==> config.mk <==
export PLATFORM = sky130hd
export DESIGN_NAME = alu_stage
export DESIGN_NICKNAME = d
export VERILOG_FILES = /design/src/logic/alu_pkg.sv /design/src/logic/adder_multifunc.sv /design/src/logic/shifter.sv /design/src/logic/alu.sv /design/src/logic/alu_stage.sv
export SDC_FILE = /design/constraint.sdc
export NUM_CORES = 1
export LEC_CHECK = 0
export BUFFER_PORTS_ARGS = -buffer_cell sky130_fd_sc_hd__buf_2
export CAP_MARGIN = 20
export CORE_MARGIN = 4
export CORE_UTILIZATION = 30
export CTS_BUF_LIST = sky130_fd_sc_hd__clkbuf_8
export DETAILED_ROUTE_END_ITERATION = 7
export GPL_TIMING_DRIVEN = 0
export SETUP_SLACK_MARGIN = 0.05
export SLEW_MARGIN = 20
export SYNTH_ARGS = -nofsm -noshare
export SYNTH_HDL_FRONTEND = slang
export SYNTH_SLANG_ARGS = --single-unit
==> constraint.sdc <==
create_clock -name clk -period 4.5 [get_ports clk]
set_input_delay 0.45 -clock clk [delete_from_list [all_inputs] [get_ports clk]]
set_output_delay 0.45 -clock clk [all_outputs]
set_load 0.05 [all_outputs]
==> src/logic/alu_pkg.sv <==
// Shared opcodes, operand view and struct types for the execute stage; referenced by scoped name
package alu_pkg;

    // Opcode encoding of the instruction set
    typedef enum logic [3:0] {
        OP_ADD    = 4'h0,
        OP_SUB    = 4'h1,
        OP_XOR    = 4'h2,
        OP_RED    = 4'h3,
        OP_SLL    = 4'h4,
        OP_SRA    = 4'h5,
        OP_ROR    = 4'h6,
        OP_PADDSB = 4'h7,
        OP_LW     = 4'h8,
        OP_SW     = 4'h9,
        OP_LLB    = 4'hA,
        OP_LHB    = 4'hB,
        OP_PCS    = 4'hE
    } alu_op_e;

    // One operand word, read whole or as four nibbles
    typedef union packed {
        logic [15:0]      word;
        logic [3:0][3:0]  nib; // nib[0] is bits 3:0
    } operand_u;

    // One operation entering the stage
    typedef struct packed {
        logic      valid;
        alu_op_e   op;
        operand_u  rs;
        operand_u  rt;
    } alu_req_t;

    // Condition flags
    typedef struct packed {
        logic n; // Negative
        logic v; // Signed overflow
        logic z; // Zero
    } alu_flags_t;

    // Per-flag write enables
    typedef struct packed {
        logic n_we;
        logic v_we;
        logic z_we;
    } alu_flag_we_t;

    // Adder function select
    typedef enum logic [1:0] {
        ADD_SAT = 2'd0,
        SUB_SAT = 2'd1,
        RED     = 2'd2,
        PADDSB  = 2'd3
    } add_mode_e;

    // Shifter function select, code 3 is unused
    typedef enum logic [1:0] {
        SLL = 2'd0,
        SRA = 2'd1,
        ROR = 2'd2
    } shift_mode_e;

    // Registered stage output
    typedef struct packed {
        logic        valid;
        logic [15:0] rd;
        alu_flags_t  flags;
    } alu_rsp_t;

endpackage

==> src/logic/adder_multifunc.sv <==
// Combinational adder for saturating add/sub, byte reduction and nibble-parallel add; used by alu
`timescale 1ns/1ps

module adder_multifunc (
    input  alu_pkg::operand_u   a,
    input  alu_pkg::operand_u   b,
    input  alu_pkg::add_mode_e  mode,
    output logic [15:0]         s,
    output logic                ovfl
);

    logic              sub;
    logic [15:0]       b_eff;
    logic [15:0]       sum_word;
    logic              word_ovfl;
    logic [15:0]       word_sat;
    logic [9:0]        red_sum;
    logic [3:0][3:0]   nib_sat;

    assign sub   = (mode == alu_pkg::SUB_SAT);
    assign b_eff = sub ? ~b.word : b.word; // Invert for a - b

    // Carry-in of one completes the two's complement of b
    assign sum_word = a.word + b_eff + {15'd0, sub};

    // Overflow when both addends share a sign that the sum lost
    assign word_ovfl = (a.word[15] == b_eff[15]) && (sum_word[15] != a.word[15]);

    always_comb begin
        if (word_ovfl) begin
            word_sat = a.word[15] ? 16'h8000 : 16'h7FFF; // Clamp toward a's sign
        end else begin
            word_sat = sum_word;
        end
    end

    // Byte reduction tree, 10 bits cover four signed bytes
    assign red_sum = ({{2{a.word[15]}}, a.word[15:8]} + {{2{a.word[7]}}, a.word[7:0]})
                   + ({{2{b.word[15]}}, b.word[15:8]} + {{2{b.word[7]}}, b.word[7:0]});

    // Four independent saturating nibble adders
    for (genvar i = 0; i < 4; i++) begin : g_nib
        logic [3:0] raw;
        logic       nib_ovfl;

        assign raw      = a.nib[i] + b.nib[i];
        assign nib_ovfl = (a.nib[i][3] == b.nib[i][3]) && (raw[3] != a.nib[i][3]);
        assign nib_sat[i] = nib_ovfl ? (a.nib[i][3] ? 4'h8 : 4'h7) : raw;
    end

    always_comb begin
        case (mode)
            alu_pkg::ADD_SAT,
            alu_pkg::SUB_SAT: begin
                s    = word_sat;
                ovfl = word_ovfl;
            end
            alu_pkg::RED: begin
                s    = {{6{red_sum[9]}}, red_sum}; // Sign extend, never saturates
                ovfl = 1'b0;
            end
            alu_pkg::PADDSB: begin
                s    = nib_sat;
                ovfl = 1'b0; // Nibble clamps do not reach V
            end
            default: begin
                s    = sum_word;
                ovfl = 1'b0;
            end
        endcase
    end

    // A clamped result always keeps the sign of the first operand
    sat_sign_check: assert final (!ovfl || (s[15] == a.word[15]))
        else $error("adder saturated to the wrong sign");

endmodule

==> src/logic/shifter.sv <==
// Combinational four-stage barrel shifter for SLL, SRA and ROR; used by alu
`timescale 1ns/1ps

module shifter (
    input  logic [15:0]           shift_in,
    input  logic [3:0]            shamt,
    input  alu_pkg::shift_mode_e  mode,
    output logic [15:0]           shift_out
);

    logic [15:0] st1;
    logic [15:0] st2;
    logic [15:0] st4;
    logic [15:0] st8;

    // Stages by 1, 2, 4 and 8, each enabled by one shamt bit
    always_comb begin
        case (mode)
            alu_pkg::SLL: begin
                st1 = shamt[0] ? {shift_in[14:0], 1'b0} : shift_in;
                st2 = shamt[1] ? {st1[13:0], 2'b00}     : st1;
                st4 = shamt[2] ? {st2[11:0], 4'h0}      : st2;
                st8 = shamt[3] ? {st4[7:0], 8'h00}      : st4;
            end
            alu_pkg::SRA: begin
                st1 = shamt[0] ? {shift_in[15], shift_in[15:1]} : shift_in;
                st2 = shamt[1] ? {{2{st1[15]}}, st1[15:2]}      : st1;
                st4 = shamt[2] ? {{4{st2[15]}}, st2[15:4]}      : st2;
                st8 = shamt[3] ? {{8{st4[15]}}, st4[15:8]}      : st4;
            end
            alu_pkg::ROR: begin
                st1 = shamt[0] ? {shift_in[0], shift_in[15:1]} : shift_in;
                st2 = shamt[1] ? {st1[1:0], st1[15:2]}         : st1;
                st4 = shamt[2] ? {st2[3:0], st2[15:4]}         : st2;
                st8 = shamt[3] ? {st4[7:0], st4[15:8]}         : st4;
            end
            default: begin
                st1 = shift_in; // Unused mode passes through
                st2 = st1;
                st4 = st2;
                st8 = st4;
            end
        endcase
    end

    assign shift_out = st8;

    // Zero shift leaves the word untouched in every mode
    zero_shamt_check: assert final ((shamt != 4'd0) || (shift_out == shift_in))
        else $error("shift by zero changed the operand");

endmodule

==> src/logic/alu.sv <==
// Combinational 16-bit ALU that selects the result and decodes flags per opcode; used by alu_stage
`timescale 1ns/1ps

module alu (
    input  alu_pkg::alu_op_e       op,
    input  alu_pkg::operand_u      rs,
    input  alu_pkg::operand_u      rt,
    output logic [15:0]            rd,
    output alu_pkg::alu_flags_t    flags,
    output alu_pkg::alu_flag_we_t  flag_we
);

    alu_pkg::add_mode_e    add_mode;
    alu_pkg::shift_mode_e  shift_mode;
    logic [15:0]           add_out;
    logic                  ovfl;
    logic [15:0]           shift_out;
    logic [15:0]           xor_out;
    logic [15:0]           llb_out;
    logic [15:0]           lhb_out;

    adder_multifunc adder_inst (
        .a    (rs),
        .b    (rt),
        .mode (add_mode),
        .s    (add_out),
        .ovfl (ovfl)
    );

    shifter shifter_inst (
        .shift_in  (rs.word),
        .shamt     (rt.word[3:0]),
        .mode      (shift_mode),
        .shift_out (shift_out)
    );

    assign xor_out = rs.word ^ rt.word;
    assign llb_out = {rs.word[15:8], rt.word[7:0]}; // Replace low byte
    assign lhb_out = {rt.word[7:0], rs.word[7:0]};  // Replace high byte

    // LW and SW share the plain add
    always_comb begin
        case (op)
            alu_pkg::OP_SUB:    add_mode = alu_pkg::SUB_SAT;
            alu_pkg::OP_RED:    add_mode = alu_pkg::RED;
            alu_pkg::OP_PADDSB: add_mode = alu_pkg::PADDSB;
            default:            add_mode = alu_pkg::ADD_SAT;
        endcase
    end

    always_comb begin
        case (op)
            alu_pkg::OP_SRA: shift_mode = alu_pkg::SRA;
            alu_pkg::OP_ROR: shift_mode = alu_pkg::ROR;
            default:         shift_mode = alu_pkg::SLL;
        endcase
    end

    always_comb begin
        case (op)
            alu_pkg::OP_ADD,
            alu_pkg::OP_SUB,
            alu_pkg::OP_RED,
            alu_pkg::OP_PADDSB,
            alu_pkg::OP_LW,
            alu_pkg::OP_SW:     rd = add_out;
            alu_pkg::OP_XOR:    rd = xor_out;
            alu_pkg::OP_SLL,
            alu_pkg::OP_SRA,
            alu_pkg::OP_ROR:    rd = shift_out;
            alu_pkg::OP_LLB:    rd = llb_out;
            alu_pkg::OP_LHB:    rd = lhb_out;
            alu_pkg::OP_PCS:    rd = rt.word;
            default:            rd = 16'hDEAD; // Undefined opcode marker
        endcase
    end

    // Enables decide which of these values land
    assign flags.n = rd[15];
    assign flags.v = ovfl;
    assign flags.z = (rd == 16'h0000);

    always_comb begin
        flag_we = '0;
        case (op)
            alu_pkg::OP_ADD,
            alu_pkg::OP_SUB: begin
                flag_we.n_we = 1'b1;
                flag_we.v_we = 1'b1;
                flag_we.z_we = 1'b1;
            end
            alu_pkg::OP_XOR,
            alu_pkg::OP_SLL,
            alu_pkg::OP_SRA,
            alu_pkg::OP_ROR: flag_we.z_we = 1'b1; // Z only
            default:         flag_we = '0;
        endcase
    end

endmodule

==> src/logic/alu_stage.sv <==
// Execute stage top that registers the ALU result and holds the flag register for the pipeline
`timescale 1ns/1ps

module alu_stage (
    input  logic               clk,
    input  logic               reset,
    input  alu_pkg::alu_req_t  req,
    output alu_pkg::alu_rsp_t  rsp
);

    logic [15:0]            alu_rd;
    alu_pkg::alu_flags_t    alu_flags;
    alu_pkg::alu_flag_we_t  alu_flag_we;

    logic                   valid_q;
    logic [15:0]            rd_q;
    alu_pkg::alu_flags_t    flags_q;

    alu alu_inst (
        .op      (req.op),
        .rs      (req.rs),
        .rt      (req.rt),
        .rd      (alu_rd),
        .flags   (alu_flags),
        .flag_we (alu_flag_we)
    );

    // Result visible the cycle after its request is sampled
    always_ff @(posedge clk) begin
        if (reset) begin
            valid_q <= 1'b0;
            rd_q    <= 16'h0000;
        end else begin
            valid_q <= req.valid;
            if (req.valid) begin
                rd_q <= alu_rd; // Hold last result on bubbles
            end
        end
    end

    // Each flag only moves when its opcode defines it
    always_ff @(posedge clk) begin
        if (reset) begin
            flags_q <= '0;
        end else if (req.valid) begin
            if (alu_flag_we.n_we) begin
                flags_q.n <= alu_flags.n;
            end
            if (alu_flag_we.v_we) begin
                flags_q.v <= alu_flags.v;
            end
            if (alu_flag_we.z_we) begin
                flags_q.z <= alu_flags.z;
            end
        end
    end

    assign rsp.valid = valid_q;
    assign rsp.rd    = rd_q;
    assign rsp.flags = flags_q; // Already includes this result's update

    // Downstream has no stall, so an X valid would corrupt it
    rsp_valid_known: assert property (
        @(posedge clk) disable iff (reset) !$isunknown(rsp.valid)
    ) else $error("rsp.valid is unknown after reset");

    // A shift leaves a stale V from an earlier add in place
    shift_keeps_v: assert property (
        @(posedge clk) disable iff (reset)
        (req.valid && (req.op inside {alu_pkg::OP_SLL, alu_pkg::OP_SRA, alu_pkg::OP_ROR}))
            |=> $stable(flags_q.v)
    ) else $error("shift opcode changed the V flag");

endmodule

==> impl_results.md, run 1 <==
- Worst VDD drop: 0.101 mV
- Finish-stage setup viols: 0
- GRT Util Overall: 0.233
- Relative slew slack: 0.421
- Leakage: 0.00269 µW
- DRC violations left: 0
- Post-layout min period: 4.24 ns
- DRT Pass-1 Iters: 7
- Final instance area: 6770 µm²
- Worst setup path start: req[1]
- Root buf cell: clkbuf_8
- Final #Nets: 941
- Hold/Removal Path Class: flip-flop to flip-flop
- First-pass GRT wire length: 40100 µm
- Die area: 22300 µm²
- Overall power: 1430 µW
- Status: complete, no violations
- Synthesized net count: 876
- Mean routed wirelength per cell: 24.2 µm
- DIE HEIGHT: 149 µm
- Hold Fails Final Rpt: 0
- Vias in the first global route: 6617
- Kind of critical path: input pin to flip-flop
- R2r setup slk: 3.77 ns
- Via count: 6884
- Critical path endpoint category: flip-flop
- Synthesized area per cell: 7.72 µm²
- Clock transition at the register clock pins on the worst setup and hold paths after CTS: 0.07 ns
- Layout cells sized above 1: 0.181
- Final Skew: 0 ns
- Input/output buffers: 57
- Routed wire length: 26700 µm
- Post-synth ARST share: 0
- Worst setup SP type: input pin
- Synth warn: 0
- CP max FO: 13
- TritonCTS Buffers: 3
- CTS tree: built
- Max clock buf depth: 2
- Initial Util: 0.307
- Seq/Total Area, Yosys: 0.0668
- Row count: 51
- Grt peak-use layer: met2
- Post-Syn Instances: 776
- Most frequent cells in the layout: a21oi_1 (72), nand2_1 (66), nor2_1 (63)
- Hold_ws: 0.482 ns
- Worst EP arrival: 4.40 ns
- GR Util met2: 0.377
- Initial DRC Count: 877
- Required @ worst endpoint: 4.65 ns
- # fillers: 2171
- DP HPWL: 20900 µm
- Worst-Skew Late Latency: 0.25 ns
- Met3 global-route usage: 0.0356
- Post-synth EDFFs: 0
- Vias per inst: 6.23
- Reg2Reg Launch Point: rd_q[14]
- Initial antenna violation count: 1
- Io pins: 59
- GP Congestion: 1.01
- Core area: 19500 µm²
- Die W: 149 µm
- Placed cells: 1098
- P&R area growth vs syn: 13.1%
- M1 GR Usage: 0.311
- Detail Route Antenna Nets: 0
- Top achievable clock speed: 236 MHz
- Pins Over Slew Limit: 0
- Maxcap violations: 0
- Flops & latches, synth: 20
- Ys flop type: dfxtp_1
- Placed cell area: 6610 µm²
- RSZ-0062 raised after global routing: false
- Hold_sp: rd_q[10]
- Fin cells: 1105
- Largest net degree at the start of global routing: 20
- Post-Syn Area: 5990 µm²
- Antenna cells: 0
- H-tree depth: 1
- Most common cell after layout, fill and taps aside: a21oi_1
- Overflow after GRT: 0
- Power per cell area: 211 nW/µm²
- Final Cycle Share: 0.943
- Synth cell types: 78
- Sink Count: 20
- Measured slew at the worst slew-check pin: 0.858 ns
- Cts hold-fix bufs: 0
power breakdown:
group | switching, µW | internal [µW] | total (µW) | leakage (µW)
logic | 686 | 408 | 1090 | 0.00249
clock network | 57.5 | 77.8 | 135 | 0.0000288
registers | 6.85 | 192 | 199 | 0.000165
total | 750 | 678 | 1430 | 0.00269
critical path: stages:
cell and delay, ns:
buf_2 0.16, buf_8 0.15, buf_12 0.14, clkinv_4 0.11
fa_1 0.53, fa_1 0.42, inv_1 0.06, ha_1 0.17
inv_1 0.06, fa_1 0.41, nor2b_2 0.17, o2111ai_2 0.15
a211o_1 0.31, o311a_4 0.18, and2_1 0.16, o311a_1 0.40
and4_1 0.20, nand4_1 0.08, o31ai_2 0.06
state kept, by name, summed over array words and instances (netlist names):
signal   count
rd_q        16
valid_q      1
rsp          3
routing by layer:
layer | vias up | wire [µm]
met2 | 420 | 12200
li1 | 3080 | -
met5 | - | 0
met3 | 89 | 2610
met1 | 3295 | 10400
met4 | 0 | 1540
worst paths after layout:
check        cells past startpoint  endpoint
max                             19    rsp[0]
min                              2  rd_q[10]
max reg2reg                      2  rd_q[14]
min reg2reg                      2  rd_q[10]
cells by family after synthesis:
| family | synth area share |
|---|---|
| AO/OA/AOI/OAI | 0.307 |
| AND/OR/NAND/NOR | 0.189 |
| buffers and inverters | 0.0579 |
| multiplexers | 0.166 |
| adder cells (fa/ha/maj) | 0.157 |
| XOR/XNOR | 0.0570 |
| flip-flops | 0.0668 |
metrics by stage:
step	setup slack (ns)	TNS (ns)	util
detailed placement	-0.819	-6.27	0.339
global route	0.0782	0	0.347
floorplan	0.0583	0	-
finish	0.257	0	0.347
CTS	0.0576	0	0.343
global placement	-0.829	-6.46	0.339
Yosys cell counts, drive strengths merged (6+ instances only):
master	count	share of area
buf	17	0.016
inv	27	0.017
a22oi	8	0.010
mux2i	26	0.043
a211oi	20	0.025
nand4	9	0.0094
o211ai	7	0.0088
a21o	11	0.014
nor2b	6	0.0063
dfxtp	20	0.067
a31oi	6	0.0063
o21a	6	0.0075
nand2	66	0.041
nand3	16	0.013
ha	39	0.081
mux4	20	0.075
and2	7	0.0073
nor2	64	0.041
fa	22	0.074
clkbuf	37	0.023
a21oi	73	0.061
o21ai	51	0.043
mux2	25	0.047
xnor2	19	0.028
nand2b	10	0.010
xor2	20	0.029
o22ai	13	0.014
a31o	6	0.0088
nor3	22	0.018
o31ai	8	0.011
final cells by class:
type | instances | area (µm²) | area share
plain buffers | 50 | 248 | 0.0366
clock buffers | 4 | 55.1 | 0.00813
inverters | 29 | 114 | 0.0168
multi-input cells | 673 | 5290 | 0.780
flip-flops and latches | 20 | 400 | 0.0591
well taps | 265 | 332 | 0.0489
repair buffers | 64 | 340 | 0.0502
repair_timing:
action / CTS / global route
pin swaps: 0 / 1
endpoints found under the setup margin: 11 / 3
resized for setup: 10 / 8
buffers inserted: 0 / 7
No activity file was read; power rests on OpenSTA's default activity.
==> run 2: changes to the inputs <==
==> constraint.sdc (replaced) <==
create_clock -name clk -period 4.5 [get_ports clk]
set_input_delay 0.225 -clock clk [delete_from_list [all_inputs] [get_ports clk]]
set_output_delay 0.225 -clock clk [all_outputs]
set_load 0.05 [all_outputs]
==> impl_results.md, run 2 (synthesized netlist as in run 1, its figures left out) <==
- R2r setup slk: 3.79 ns (was 3.77 ns)
- Largest net degree at the start of global routing: 18 (was 20)
- P&R area growth vs syn: 12.1% (was 13.1%)
- Final WS setup: 0.227 ns (was 0.257 ns)
- Io pins: 59 (unchanged)
- Measured slew at the worst slew-check pin: 0.831 ns (was 0.858 ns)
- DP HPWL: 21000 µm (was 20900 µm)
- Via count: 6868 (was 6884)
- Area occupied by multi-input gates: 5270 µm² (was 5290 µm²)
- Status: complete, no violations (unchanged)
- Most flop-heavy register: rd_q (unchanged)
- Sequential cell area: 400 µm² (unchanged)
- Worst EP arrival: 4.42 ns (was 4.40 ns)
- Fin cells: 1100 (was 1105)
- Cts hold-fix bufs: 0 (unchanged)
- Clock transition at the register clock pins on the worst setup and hold paths after CTS: 0.07 ns (about the same)
- Top achievable clock speed: 234 MHz (was 236 MHz)
- DRC violations left: 0 (unchanged)
- Vias per inst: 6.24 (was 6.23)
- Reg-to-reg endpoint: rd_q[14] (unchanged)
- Sink Count: 20 (unchanged)
- Hold EP: rsp[0] (was rd_q[10])
- Core area: 19500 µm² (unchanged)
- Critical path depth: 20 (was 19)
- Maxcap violations: 0 (unchanged)
- Worst Path Buf+Inv: 7 (was 6)
- Input/output buffers: 57 (unchanged)
- Crit-path slowest cell: fa_1 (unchanged)
- Overflow after GRT: 0 (unchanged)
- Initial antenna violation count: 0 (was 1)
- Most frequent cell on the critical path: fa_1 (unchanged)
- Most frequent cells in the layout: a21oi_1 (73), nand2_1 (66), nor2_1 (63) (was a21oi_1 (72), nand2_1 (66), nor2_1 (63))
- Finish-stage setup viols: 0 (unchanged)
- Layout cells sized above 1: 0.171 (was 0.181)
- Leakage: 0.00266 µW (was 0.00269 µW)
- # fillers: 2146 (was 2171)
- Hold Fails Final Rpt: 0 (unchanged)
- Worst setup SP type: input pin (unchanged)
- Worst-Skew Late Latency: 0.25 ns (about the same)
- CTS tree: built (unchanged)
- Post-layout min period: 4.27 ns (was 4.24 ns)
- Pre-CTS setup slack: -0.929 ns (was -0.819 ns)
- Critical path endpoint category: flip-flop (unchanged)
- Min-Delay Path Depth: 4 (was 2)
- H-tree depth: 1 (unchanged)
- Routed wire length: 27000 µm (was 26700 µm)
- Worst VDD drop: 0.121 mV (was 0.101 mV)
- Final Skew: 0 ns (unchanged)
- Pins Over Slew Limit: 0 (unchanged)
- GP Congestion: 1.01 (about the same)
- TritonCTS Buffers: 3 (unchanged)
- Cell family with the largest share of critical-path delay: adder cells (unchanged)
- RSZ-0062 raised after global routing: false (unchanged)
- Max clock buf depth: 2 (unchanged)
- Relative slew slack: 0.438 (was 0.421)
- Hold_sp: req[36] (was rd_q[10])
- Root buf cell: clkbuf_8 (unchanged)
- DIE HEIGHT: 149 µm (unchanged)
- First-pass GRT wire length: 40300 µm (was 40100 µm)
- Final #Nets: 936 (was 941)
- Detail Route Antenna Nets: 0 (unchanged)
- Kind of critical path: input pin to flip-flop (unchanged)
- Crit path largest cell delay: 0.58 ns (was 0.53 ns)
- Final Cycle Share: 0.950 (was 0.943)
- Row count: 51 (unchanged)
- DRT Pass-1 Iters: 7 (unchanged)
- Hold/Removal Path Class: input pin to flip-flop (was flip-flop to flip-flop)
- CP max FO: 10 (was 13)
- Placed cells: 1098 (unchanged)
- Reg2Reg Launch Point: rd_q[14] (unchanged)
- Initial DRC Count: 883 (was 877)
- Die area: 22300 µm² (unchanged)
- Die W: 149 µm (unchanged)
- Max FFs per register: 16 (unchanged)
- Required @ worst endpoint: 4.65 ns (about the same)
- Vias in the first global route: 6377 (was 6617)
- R2R cell count: 2 (unchanged)
- Mean routed wirelength per cell: 24.5 µm (was 24.2 µm)
- Initial Util: 0.307 (unchanged)
- Antenna cells: 0 (unchanged)
- Total negative slack: 0 ns (unchanged)
- CP Cell Sequence: buf_2 -> buf_6 -> buf_8 -> buf_8 -> clkinv_4 -> fa_1 -> fa_1 -> inv_1 -> ha_1 -> inv_1 -> fa_1 -> nor2b_2 -> o2111ai_2 -> a211o_1 -> o311a_4 -> and2_1 -> o311a_1 -> and4_1 -> nand4_1 -> o31ai_2 (was buf_2 -> buf_8 -> buf_12 -> clkinv_4 -> fa_1 -> fa_1 -> inv_1 -> ha_1 -> inv_1 -> fa_1 -> nor2b_2 -> o2111ai_2 -> a211o_1 -> o311a_4 -> and2_1 -> o311a_1 -> and4_1 -> nand4_1 -> o31ai_2)
- Power per cell area: 211 nW/µm² (about the same)
- GRT Util Overall: 0.235 (was 0.233)
- Most common cell after layout, fill and taps aside: a21oi_1 (unchanged)
run 2: what timing repair did:
action | in CTS | in global routing
setup endpoints to repair | 12 | 8
endpoints found under the hold margin | 0 | 0
gates resized for setup | 9 | 6
pin swaps | 0 | 2
gates cloned | 0 | 0
buffers inserted | 0 | 0
run 2: worst max path at each step:
stage / start / to / slack [ns]
2_1_floorplan: req[1] / rsp[0] / 0.12
4_1_cts: req[1] / rsp[0] / 0.06
3_3_place_gp: req[1] / rsp[0] / -0.89
5_1_grt: req[1] / rsp[0] / 0.05
6_report: req[1] / rsp[0] / 0.23
3_5_place_dp: req[1] / rsp[0] / -0.93
run 2: tightest hold or removal path, cell delays in order:
cell and delay [ns]:
buf_2 0.11, nand3_1 0.09, nand3b_1 0.10, o31ai_2 0.06
run 2: where the power goes:
group	switching (µW)	total, µW	internal, µW
combinational	681	1080	402
sequential	7.20	199	192
clock	56.9	135	77.8
run 2: final cells by class:
cell class | instances | share of cell area
Clock buffer | 4 | 0.00820
Sequential cell | 20 | 0.0596
Multi-Input combinational cell | 673 | 0.785
Inverter | 29 | 0.0170
Tap cell | 265 | 0.0494
Buffer | 52 | 0.0382
Timing Repair Buffer | 57 | 0.0425
run 2: per-layer routing:
| metal | part of all wire | vias up | track usage |
|---|---|---|---|
| met4 | 0.060 | 0 | 0.0979 |
| met3 | 0.086 | 94 | 0.0273 |
| li1 | - | 3084 | - |
| met2 | 0.45 | 411 | 0.374 |
| met1 | 0.40 | 3279 | 0.322 |
| met5 | 0 | - | 0 |
run 2: per-stage QoR:
| step | util | hold slack, ns | power (µW) | instance area, µm² |
|---|---|---|---|---|
| 2_1_floorplan | - | 0.460 | 941 | 5990 |
| 3_3_place_gp | 0.338 | 0.465 | 1250 | 6610 |
| 3_5_place_dp | 0.339 | 0.471 | 1250 | 6610 |
| 4_1_cts | 0.343 | 0.364 | 1400 | 6700 |
| 5_1_grt | 0.344 | 0.396 | 1520 | 6710 |
| 6_report | 0.344 | 0.368 | 1420 | 6710 |
